**config.mk**
```make
export PLATFORM = sky130hd
export DESIGN_NAME = emesh_arbiter
export DESIGN_NICKNAME = d
export VERILOG_FILES = /design/src/source/emesh_pkg.sv /design/src/source/emesh_arbiter.sv
export VERILOG_INCLUDE_DIRS = /design/src /design/src/include
export SDC_FILE = /design/constraint.sdc
export NUM_CORES = 1
export LEC_CHECK = 0
export BUFFER_PORTS_ARGS = -buffer_cell sky130_fd_sc_hd__buf_2
export CORE_AREA = 2 2 250 252
export DETAILED_ROUTE_END_ITERATION = 12
export DIE_AREA = 0 0 252 254
export GPL_TIMING_DRIVEN = 0
export PLACE_DENSITY = 0.35
export SETUP_SLACK_MARGIN = 0.02
export SLEW_MARGIN = 10
export SYNTH_ARGS = -nofsm -noshare
export SYNTH_HDL_FRONTEND = slang
export SYNTH_SLANG_ARGS = --single-unit
```
**constraint.sdc**
```tcl
create_clock -name clk -period 2.2 [get_ports clk]
set_input_delay 0 -clock clk [delete_from_list [all_inputs] [get_ports clk]]
set_output_delay 0 -clock clk [all_outputs]
set_load 0.01 [all_outputs]
```
**src/include/emesh_params.svh**
```systemverilog
`ifndef EMESH_PARAMS_SVH
`define EMESH_PARAMS_SVH

// Mesh address and data width
`define EMESH_AW 32

// Full packet, two addresses plus data plus 8 control bits
`define EMESH_PW 104

// Memory size in 64-bit words
`define EMESH_DEPTH 1024

// Word address bits, log2 of the depth
`define EMESH_MAW 10

`endif

```
**src/source/emesh_pkg.sv**
```systemverilog
`include "emesh_params.svh"

package emesh_pkg;

   // Transfer size of a mesh transaction
   typedef enum logic [1:0] {
      DM_BYTE   = 2'b00,
      DM_SHORT  = 2'b01,
      DM_WORD   = 2'b10,
      DM_DOUBLE = 2'b11
   } datamode_t;

   // Only the normal mode is named, other codes pass through as is
   typedef enum logic [4:0] {
      CM_NORMAL = 5'b00000
   } ctrlmode_t;

   // Packet fields, msb first
   typedef struct packed {
      logic [`EMESH_AW-1:0] srcaddr;
      logic [`EMESH_AW-1:0] data;
      logic [`EMESH_AW-1:0] dstaddr;
      ctrlmode_t            ctrlmode;
      datamode_t            datamode;
      logic                 write;
   } emesh_fields_t;

   function automatic logic [`EMESH_PW-1:0] emesh_pack(input emesh_fields_t f);
      logic [`EMESH_PW-1:0] packet;
      packet = {f.srcaddr, f.data, f.dstaddr, f.ctrlmode, f.datamode, f.write};
      return packet;
   endfunction

   function automatic emesh_fields_t emesh_unpack(input logic [`EMESH_PW-1:0] packet);
      emesh_fields_t f;
      f.write    = packet[0];
      f.datamode = datamode_t'(packet[2:1]);
      f.ctrlmode = ctrlmode_t'(packet[7:3]);
      f.dstaddr  = packet[8 +: `EMESH_AW];
      f.data     = packet[8+`EMESH_AW +: `EMESH_AW];
      f.srcaddr  = packet[8+2*`EMESH_AW +: `EMESH_AW];
      return f;
   endfunction

endpackage

```
**src/source/emesh_arbiter.sv**
```systemverilog
`timescale 1ns/1ps
`include "emesh_params.svh"

module emesh_arbiter (
   input  logic                 clk,
   input  logic                 nreset,
   input  logic                 access_in_0,
   input  logic                 access_in_1,
   input  logic [`EMESH_PW-1:0] packet_in_0,
   input  logic [`EMESH_PW-1:0] packet_in_1,
   output logic                 wait_out_0,
   output logic                 wait_out_1,
   output logic                 access_out_0,
   output logic                 access_out_1,
   output logic [`EMESH_PW-1:0] packet_out_0,
   output logic [`EMESH_PW-1:0] packet_out_1,
   input  logic                 wait_in_0,
   input  logic                 wait_in_1,
   output logic                 mem_access,
   output logic [`EMESH_PW-1:0] mem_packet,
   input  logic                 mem_wait,
   input  logic                 rsp_access,
   input  logic [`EMESH_PW-1:0] rsp_packet,
   output logic                 rsp_wait
);
   import emesh_pkg::*;

   logic          last;
   logic          sel;
   logic          accept;
   logic          pend_tag;
   logic          rsp_tag;
   emesh_fields_t req_fields;

   // Port 1 wins alone, or on a tie when port 0 was served last
   assign sel = access_in_1 & (~access_in_0 | ~last);

   assign mem_access = access_in_0 | access_in_1;
   assign mem_packet = sel ? packet_in_1 : packet_in_0;
   assign accept     = mem_access & ~mem_wait;
   assign req_fields = emesh_unpack(mem_packet);

   // Loser or stalled port is held off
   assign wait_out_0 = access_in_0 & (sel | mem_wait);
   assign wait_out_1 = access_in_1 & (~sel | mem_wait);

   always_ff @(posedge clk or negedge nreset)
   begin
      if (!nreset)
         last <= 1'b1;
      else if (accept)
         last <= sel;
   end

   // Tag follows the read through the two endpoint stages
   always_ff @(posedge clk or negedge nreset)
   begin
      if (!nreset)
      begin
         pend_tag <= 1'b0;
         rsp_tag  <= 1'b0;
      end
      else if (!mem_wait)
      begin
         rsp_tag <= pend_tag;
         if (accept && !req_fields.write)
            pend_tag <= sel;
      end
   end

   // Response steering
   assign access_out_0 = rsp_access & ~rsp_tag;
   assign access_out_1 = rsp_access & rsp_tag;
   assign packet_out_0 = rsp_tag ? '0 : rsp_packet;
   assign packet_out_1 = rsp_tag ? rsp_packet : '0;
   assign rsp_wait     = rsp_tag ? wait_in_1 : wait_in_0;

endmodule

```
======== Yosys cells after proc, flatten, opt, wreduce, memory -nomap -nowiden ========
Cells that the tools add are included.
word-level totals
  register bits after elaboration ......... 3
  latch bits .............................. 0
  RAM bits ................................ 0
  ROM bits ................................ 0
  output and inout port bits .............. 318
  logic and storage cells ................. 25
  memories ................................ 0
operators by class
  add/subtract/negate cells ............... 0
  multipliers ............................. 0
  div/mod/pow operators ................... 0
  magnitude comparators ................... 0
  equality and inequality tests ........... 0
  shifts and indexed selects .............. 0
  muxes and demuxes ....................... 4
  bitwise gates (word level) .............. 15
  reductions and logical operators ........ 3
operators by type and width
  cell                 count
  104-bit 2-to-1 mux   3
  1-bit AND            6
  1-bit NOT            5
  1-bit OR             4
  2-bit AND reduction  1
  1-bit logical AND    1
  1-bit zero test      1
  1-bit 2-to-1 mux     1

======== Depth between registers and ports, before layout ========
Gate-level depths: netlist of the first run.
  depth after elaboration ................. 7
  gate-level depth with buffers ........... 6
  depth with buffers taken out ............ 3

======== Worst setup path before layout of the first run ========
No wires, ideal clock.
  path type ............................... flip-flop to output port
  from .................................... register last
  to ...................................... output wait_out_1
  arrival time ............................ 1.290 ns
  data required time ...................... 2.200 ns
  setup slack ............................. 0.910 ns
  cell stages (with the launch flop) ...... 6
  buffers on the path ..................... 3
  path through ............................ dfstp_2 a21boi_2 buf_6 buf_6 buf_6 a21boi_0
on the way
  cells in the longest elaborated chain, start to end .. 6
ends and longest elaborated chain
  element                 line                 source
  start, declared         emesh_arbiter.sv:28  logic last;
  start signal, assigned  emesh_arbiter.sv:52  last <= sel;
  1-bit NOT               emesh_arbiter.sv:36  assign sel = access_in_1 & (~access_in_0 | ~last);
  1-bit OR                emesh_arbiter.sv:36
  1-bit AND               emesh_arbiter.sv:36
  1-bit NOT               emesh_arbiter.sv:45  assign wait_out_1 = access_in_1 & (~sel | mem_wait);
  1-bit OR                emesh_arbiter.sv:45
  1-bit AND               emesh_arbiter.sv:45
  end, declared           emesh_arbiter.sv:12  output logic wait_out_1,
No other way between the ends.

======== Worst setup path after layout of the first run ========
  from .................................... register rsp_tag
  to ...................................... output packet_out_0[78]
on the way
  cells in the longest elaborated chain, start to end .. 1
ends and longest elaborated chain
  element                 line                 source
  start, declared         emesh_arbiter.sv:32  logic rsp_tag;
  start signal, assigned  emesh_arbiter.sv:65  rsp_tag <= pend_tag;
  104-bit 2-to-1 mux      emesh_arbiter.sv:74  assign packet_out_0 = rsp_tag ? '0 : rsp_packet;
  end, declared           emesh_arbiter.sv:15  output logic [`EMESH_PW-1:0] packet_out_0,
No other way between the ends.

==> metrics.md, run 1 <==
| Metric | Value |
|---|---|
| Status | finished, final reports clean |
| Final Max Slew Viols | 0 |
| Nets | 1329 |
| Biggest area consumer among synthesized cells | mux2_2 |
| Synth Warn # | 0 |
| Area grow syn2layout | 145% |
| Vias per inst | 2.98 |
| Rows | 91 |
| Vias in the first global route | 5223 |
| Critical path class | flop to primary output |
| Die Y-Extent | 254 um |
| PD cells | 469 mW/mm^2 |
| Avg Inst Size Synth | 8.08 um^2 |
| WHS | 2.99 ps |
| CTS Buf Count | 3 |
| Largest cells by area after synthesis | mux2_2, and2_1, nor2b_1 |
| Final Cycle Share | 91.6% |
| Pleak | 3.89 nW |
| Clock transition at path regs | 30 ps |
| Drt wl/cell | 16.6 um |
| HPWL Detailed | 28200 um |
| Unrepaired setup endpoints after global routing | false |
| Pre-CTS setup slack | -319 ps |
| Setup ws final | 185 ps |
| Worst reg-to-reg path cell count | 3 |
| Area post-placement | 0.00713 mm^2 |
| CTS H-tree lvls | 1 |
| DRT iter0 DRCs | 142 |
| Maxcap violations | 0 |
| Largest net degree at the start of global routing | 11 |
| WP data required | 2200 ps |
| Global-route wire length before repair | 37500 um |
| TritonRoute pass-1 iters | 4 |
| GR Overflow Total | 0 |
| Cell-by-cell trace of the critical path | buf_2, clkbuf_1, nor2b_1, buf_2 |
| Cells after Synth | approximately 370 |
| Core Area | 0.0613 mm^2 |
| Setup_tns | 0 ps |
| Total track usage | roughly 8.4% |
| Fin area | 0.00725 mm^2 |
| CP peak stage delay | 550 ps |
| Design Power | 3.40 mW |
| Synth unique cells | 21 |
| DIE WIDTH | 252 um |
| Final hold vios | 0 |
| Crit end category | primary output |
| Minimum clock period | 2020 ps |
| Number of flops mapped to enable cells by yosys | 0 |
| Crit path DAT | 2020 ps |
| Slew at the pin with the worst max-slew slack | 668 ps |
| Total number of vias | approximately 5400 |
| Clock Latency Late Sink | 230 ps |
| Syn nets | around 690 |
| Port bufs | 637 |
| Slew headroom | 55.5% |
| Critical path's slowest cell | dfrtp_1 |
| Die area | 0.0640 mm^2 |
| Clock root buffer | clkbuf_16 |
| Ys async rst share | 100% |
| TritonCTS clock tree | built |
| #FFs+latches synth | 3 |
| Fmax | 496 MHz |
| Worst Setup Start Kind | flop |
| Worst vdd ir | 163 uV |
| Netlist Area Pre-Place | 0.00296 mm^2 |
| Routed Antenna Nets | 0 |
| # DRC | 0 |
| Hold path depth | 2 |
| Ports | between 600 and 700 |
| Initial antenna violation count | 25 |
| Clock Skew | ~5.2 ps |
| Ys flop type | dfrtp_1 |
| Hold WC Path Type | primary input to flop |
| Sequential area share after synthesis | around 2.6% |
| Setup violations, final | 0 |
| Routed wire length | 30100 um |
| Initial Util | a little under 5% |
| Top cell type's share of synthesized area | a little under a third |
| Maximum root-to-sink buffer count | 2 |
| Layout cell share with drive strength beyond 1 | 75.9% |
| Crit Path Max Fanout | 10 |
| Cell mode on critical path | buf_2 |
| Clk sinks | 3 |
| GPL Wtd Cong | 0.798 |
| Synth top cells by count | and2_1, nor2b_1, mux2_2 |
==> cells by family after synthesis <==
| family | count (synthesis) | synth area share [%] |
|---|---|---|
| AO/OA/AOI/OAI | 7 | 1.69 |
| buffers and inverters | 37 | 7.15 |
| flip-flops | 3 | 2.58 |
| multiplexers | 106 | 43.8 |
| AND/OR/NAND/NOR | 213 | 44.8 |
==> area by class of cell <==
cell class,instances,area (um^2)
flip-flops and latches,3,76.3
repair buffers,638,3200
plain buffers,35,209
clock buffers,4,78.8
multi-input cells,326,2670
fillers,7168,54000
diodes,8,20.0
inverters,2,7.51
well taps,790,988
==> metal layers <==
layer	part of all wire [%]	track usage, %	vias to the layer above
met4	5.3	4.14	14
met1	36	8.92	2377
met2	50	15.7	441
met5	0.31	0	-
li1	-	-	2477
met3	8.0	1.88	74
==> where the power goes <==
group	total (mW)	internal [mW]	switching, mW
clock network	0.295	0.240	0.0550
registers	0.0949	0.0714	0.0235
logic	3.01	1.35	1.66
==> state kept, by name, summed over array words and instances, names as in the netlist <==
name / count
last: 1
pend_tag: 1
rsp_tag: 1
==> path summary, 6_finish.rpt <==
path,to,start,slack (ps)
max reg2reg,rsp_tag,rsp_tag,480
min reg2reg,pend_tag,pend_tag,510
min,last,access_in_0,3
max in group asynchronous,last,nreset,1830
min in group asynchronous,rsp_tag,nreset,170
max,packet_out_0[78],rsp_tag,180
==> through the flow <==
step,utilization (%),cells
after floorplan,-,366
after detailed placement,11.6,1793
after global routing,11.8,1805
after global placement,11.6,1793
after CTS,11.8,1798
final,11.8,1806
==> repair_timing <==
| action | 4_1_cts | 5_1_grt |
|---|---|---|
| setup endpoints to repair | 81 | 20 |
| setup buffers | 0 | 0 |
| hold buffers | 1 | 0 |
| gates resized for setup | 3 | 3 |
| hold endpoints to repair | 3 | 0 |
==> worst max-delay path, delay by kind of cell, from the launching register on <==
family / cells / cell delay [ps]
buf+inv: 3 / 1050
flops: 1 / 550
simple gates: 1 / 170
==> cells in the final DEF (no fill, tap or decap), types with 2 or more instances in the layout <==
cell type	synthesis	final
inv_1	2	2
buf_4	7	7
mux2_4	27	27
clkbuf_16	0	3
mux2_2	79	79
clkbuf_2	0	3
nor2_1	2	2
dfrtp_1	2	2
diode_2	0	8
nor2b_1	105	105
buf_8	2	2
buf_6	3	3
clkbuf_1	22	19
buf_2	1	639
and2_1	105	105
Power figures use the tool's default switching activity.
==> inputs of run 2 (changes only) <==
CTS_BUF_LIST = sky130_fd_sc_hd__clkbuf_16   (was default)
MAX_ROUTING_LAYER = met4   (was default)
==> metrics.md, run 2 (synthesized netlist as in run 1, its figures left out) <==
| Metric | Value |
|---|---|
| Core Area | 0.0613 mm^2 (unchanged) |
| Setup crit start | rsp_tag (unchanged) |
| Minimum clock period | 2030 ps (was 2020 ps) |
| Final hold vios | 0 (unchanged) |
| Fmax | 492 MHz (was 496 MHz) |
| Setup violations, final | 0 (unchanged) |
| Clock Latency Late Sink | 230 ps (about the same) |
| GR Overflow Total | 0 (unchanged) |
| Total track usage | 8.69% (was 8.43%) |
| Worst reg-to-reg path cell count | 3 (unchanged) |
| CTS H-tree lvls | 1 (unchanged) |
| Initial antenna violation count | 24 (was 25) |
| Maximum root-to-sink buffer count | 2 (unchanged) |
| Nets | 1329 (unchanged) |
| PD cells | 468 mW/mm^2 (was 469 mW/mm^2) |
| Unrepaired setup endpoints after global routing | false (unchanged) |
| R2R Path Start | rsp_tag (unchanged) |
| Crit end category | primary output (unchanged) |
| Maxcap violations | 0 (unchanged) |
| Clock Skew | 4.35 ps (was 5.25 ps) |
| Crit Path Max Fanout | 10 (unchanged) |
| Routed Antenna Nets | 0 (unchanged) |
| Status | finished, final reports clean (unchanged) |
| Final Cycle Share | 92.4% (was 91.6%) |
| Design Power | 3.40 mW (about the same) |
| Clock transition at path regs | 30 ps (about the same) |
| Total number of vias | 5398 (was 5383) |
| Rows | 91 (unchanged) |
| Drt wl/cell | 16.6 um (about the same) |
| Port bufs | 637 (unchanged) |
| Most frequent cells in the layout | buf_2, and2_1, nor2b_1 (unchanged) |
| Largest net degree at the start of global routing | 11 (unchanged) |
| Switching fraction of total power | 51.3% (was 51.1%) |
| Die Y-Extent | 254 um (unchanged) |
| Layout Cells excl Fill | 1810 (was 1806) |
| Clk sinks | 3 (unchanged) |
| Worst vdd ir | 163 uV (about the same) |
| Pleak | 3.89 nW (about the same) |
| Slew headroom | 54.0% (was 55.5%) |
| WP data required | 2200 ps (about the same) |
| DIE WIDTH | 252 um (unchanged) |
| Pre-CTS setup slack | -319 ps (unchanged) |
| Hold WC Path Type | primary input to flop (unchanged) |
| Final Max Slew Viols | 0 (unchanged) |
| CTS Buf Count | 3 (unchanged) |
| Critical path class | flop to primary output (unchanged) |
| Most common cell after layout, fill and taps aside | buf_2 (unchanged) |
| Area grow syn2layout | 145% (about the same) |
| Vias per inst | 2.98 (about the same) |
| Setup ws final | 166 ps (was 185 ps) |
| Placed cell count | 1793 (unchanged) |
| Crit path DAT | 2030 ps (was 2020 ps) |
| Setup slack, reg-to-reg | 490 ps (was 480 ps) |
| Vias in the first global route | 5223 (unchanged) |
| Setup Buffers After CTS | 0 (unchanged) |
| Die area | 0.0640 mm^2 (unchanged) |
| DRT iter0 DRCs | 183 (was 142) |
| Filler Cell Count | 7170 (was 7168) |
| Layout cell share with drive strength beyond 1 | 75.9% (unchanged) |
| Power share of the combinational group | 88.6% (was 88.5%) |
| Sequential power share | 2.8% (about the same) |
| Clock root buffer | clkbuf_16 (unchanged) |
| Critical Path End | packet_out_0[78] (unchanged) |
| Clock power frac | 8.6% (was 8.7%) |
| Pint | 1.66 mW (about the same) |
| Initial Util | 4.83% (unchanged) |
| Reg2reg end | rsp_tag (unchanged) |
| TritonRoute pass-1 iters | 4 (unchanged) |
| GPL Wtd Cong | 0.809 (was 0.798) |
| Top Registers | last: 1 flops, pend_tag: 1 flops, rsp_tag: 1 flops (unchanged) |
| HPWL Detailed | 28200 um (unchanged) |
| # DRC | 0 (unchanged) |
| Ports | 638 (unchanged) |
| Psw | 1.74 mW (about the same) |
| Routed wire length | 30100 um (about the same) |
| Worst Setup Start Kind | flop (unchanged) |
| Global-route wire length before repair | 37600 um (was 37500 um) |
| TritonCTS clock tree | built (unchanged) |
| Slew at the pin with the worst max-slew slack | 691 ps (was 668 ps) |
run 2: worst min-delay path by stage:
stage,startpoint,endpoint,slack [ps],cells after the start
6_report,access_in_0,last,1,2
3_3_place_gp,nreset,rsp_tag,-200,1
4_1_cts,access_in_0,last,4,2
5_1_grt,access_in_0,last,30,2
3_5_place_dp,nreset,rsp_tag,-200,1
2_1_floorplan,nreset,pend_tag,-300,0
run 2: repair_timing:
action | 4_1_cts | 5_1_grt
resized for setup | 3 | 3
endpoints found under the setup margin | 81 | 20
hold endpoints to repair | 3 | 0
hold buffers | 1 | 0
gates cloned | 0 | 0
run 2: per-layer routing:
layer,vias to the layer above,track usage [%],share of wire (%)
li1,2484,-,-
met1,2402,9.09,37
met2,452,15.7,50
met3,60,1.67,7.8
met4,0,4.18,5.2
met5,-,-,0
run 2: power groups by stage:
stage | registers [mW] | clock network [mW] | logic (mW)
6_report | 0.0944 | 0.292 | 3.01
5_1_grt | 0.0978 | 0.301 | 3.26
4_1_cts | 0.0960 | 0.292 | 3.06
3_5_place_dp | 0.0963 | 0 | 3.05
3_3_place_gp | 0.0961 | 0 | 3.08
2_1_floorplan | 0.0813 | 0 | 1.52
run 2: cell type report:
type / count / area [um^2] / share of cell area, %
Multi-Input combinational cell: 326 / 2670 / 36.8
Buffer: 35 / 209 / 2.88
Antenna cell: 12 / 30.0 / 0.414
Sequential cell: 3 / 76.3 / 1.05
Clock inverter: 1 / 3.75 / 0.0517
Timing Repair Buffer: 638 / 3200 / 44.1
Clock buffer: 3 / 75.1 / 1.03
Tap cell: 790 / 988 / 13.6
Inverter: 2 / 7.51 / 0.103
run 2: worst max-delay path, cell delays in order, from the launching register on:
cell and delay, ps:
dfrtp_1 540, buf_2 390, clkbuf_1 500, nor2b_1 170, buf_2 180
run 2: stage by stage:
stage / hold slack, ps / utilization [%] / TNS (ps) / area [um^2]
6_report: 1.39 / 11.8 / 0 / 7260
5_1_grt: 31.5 / 11.8 / 0 / 7250
4_1_cts: 4.03 / 11.8 / 0 / 7230
3_5_place_dp: -196 / 11.6 / -7630 / 7130
3_3_place_gp: -195 / 11.6 / -8120 / 7130
2_1_floorplan: -296 / - / 0 / 2960
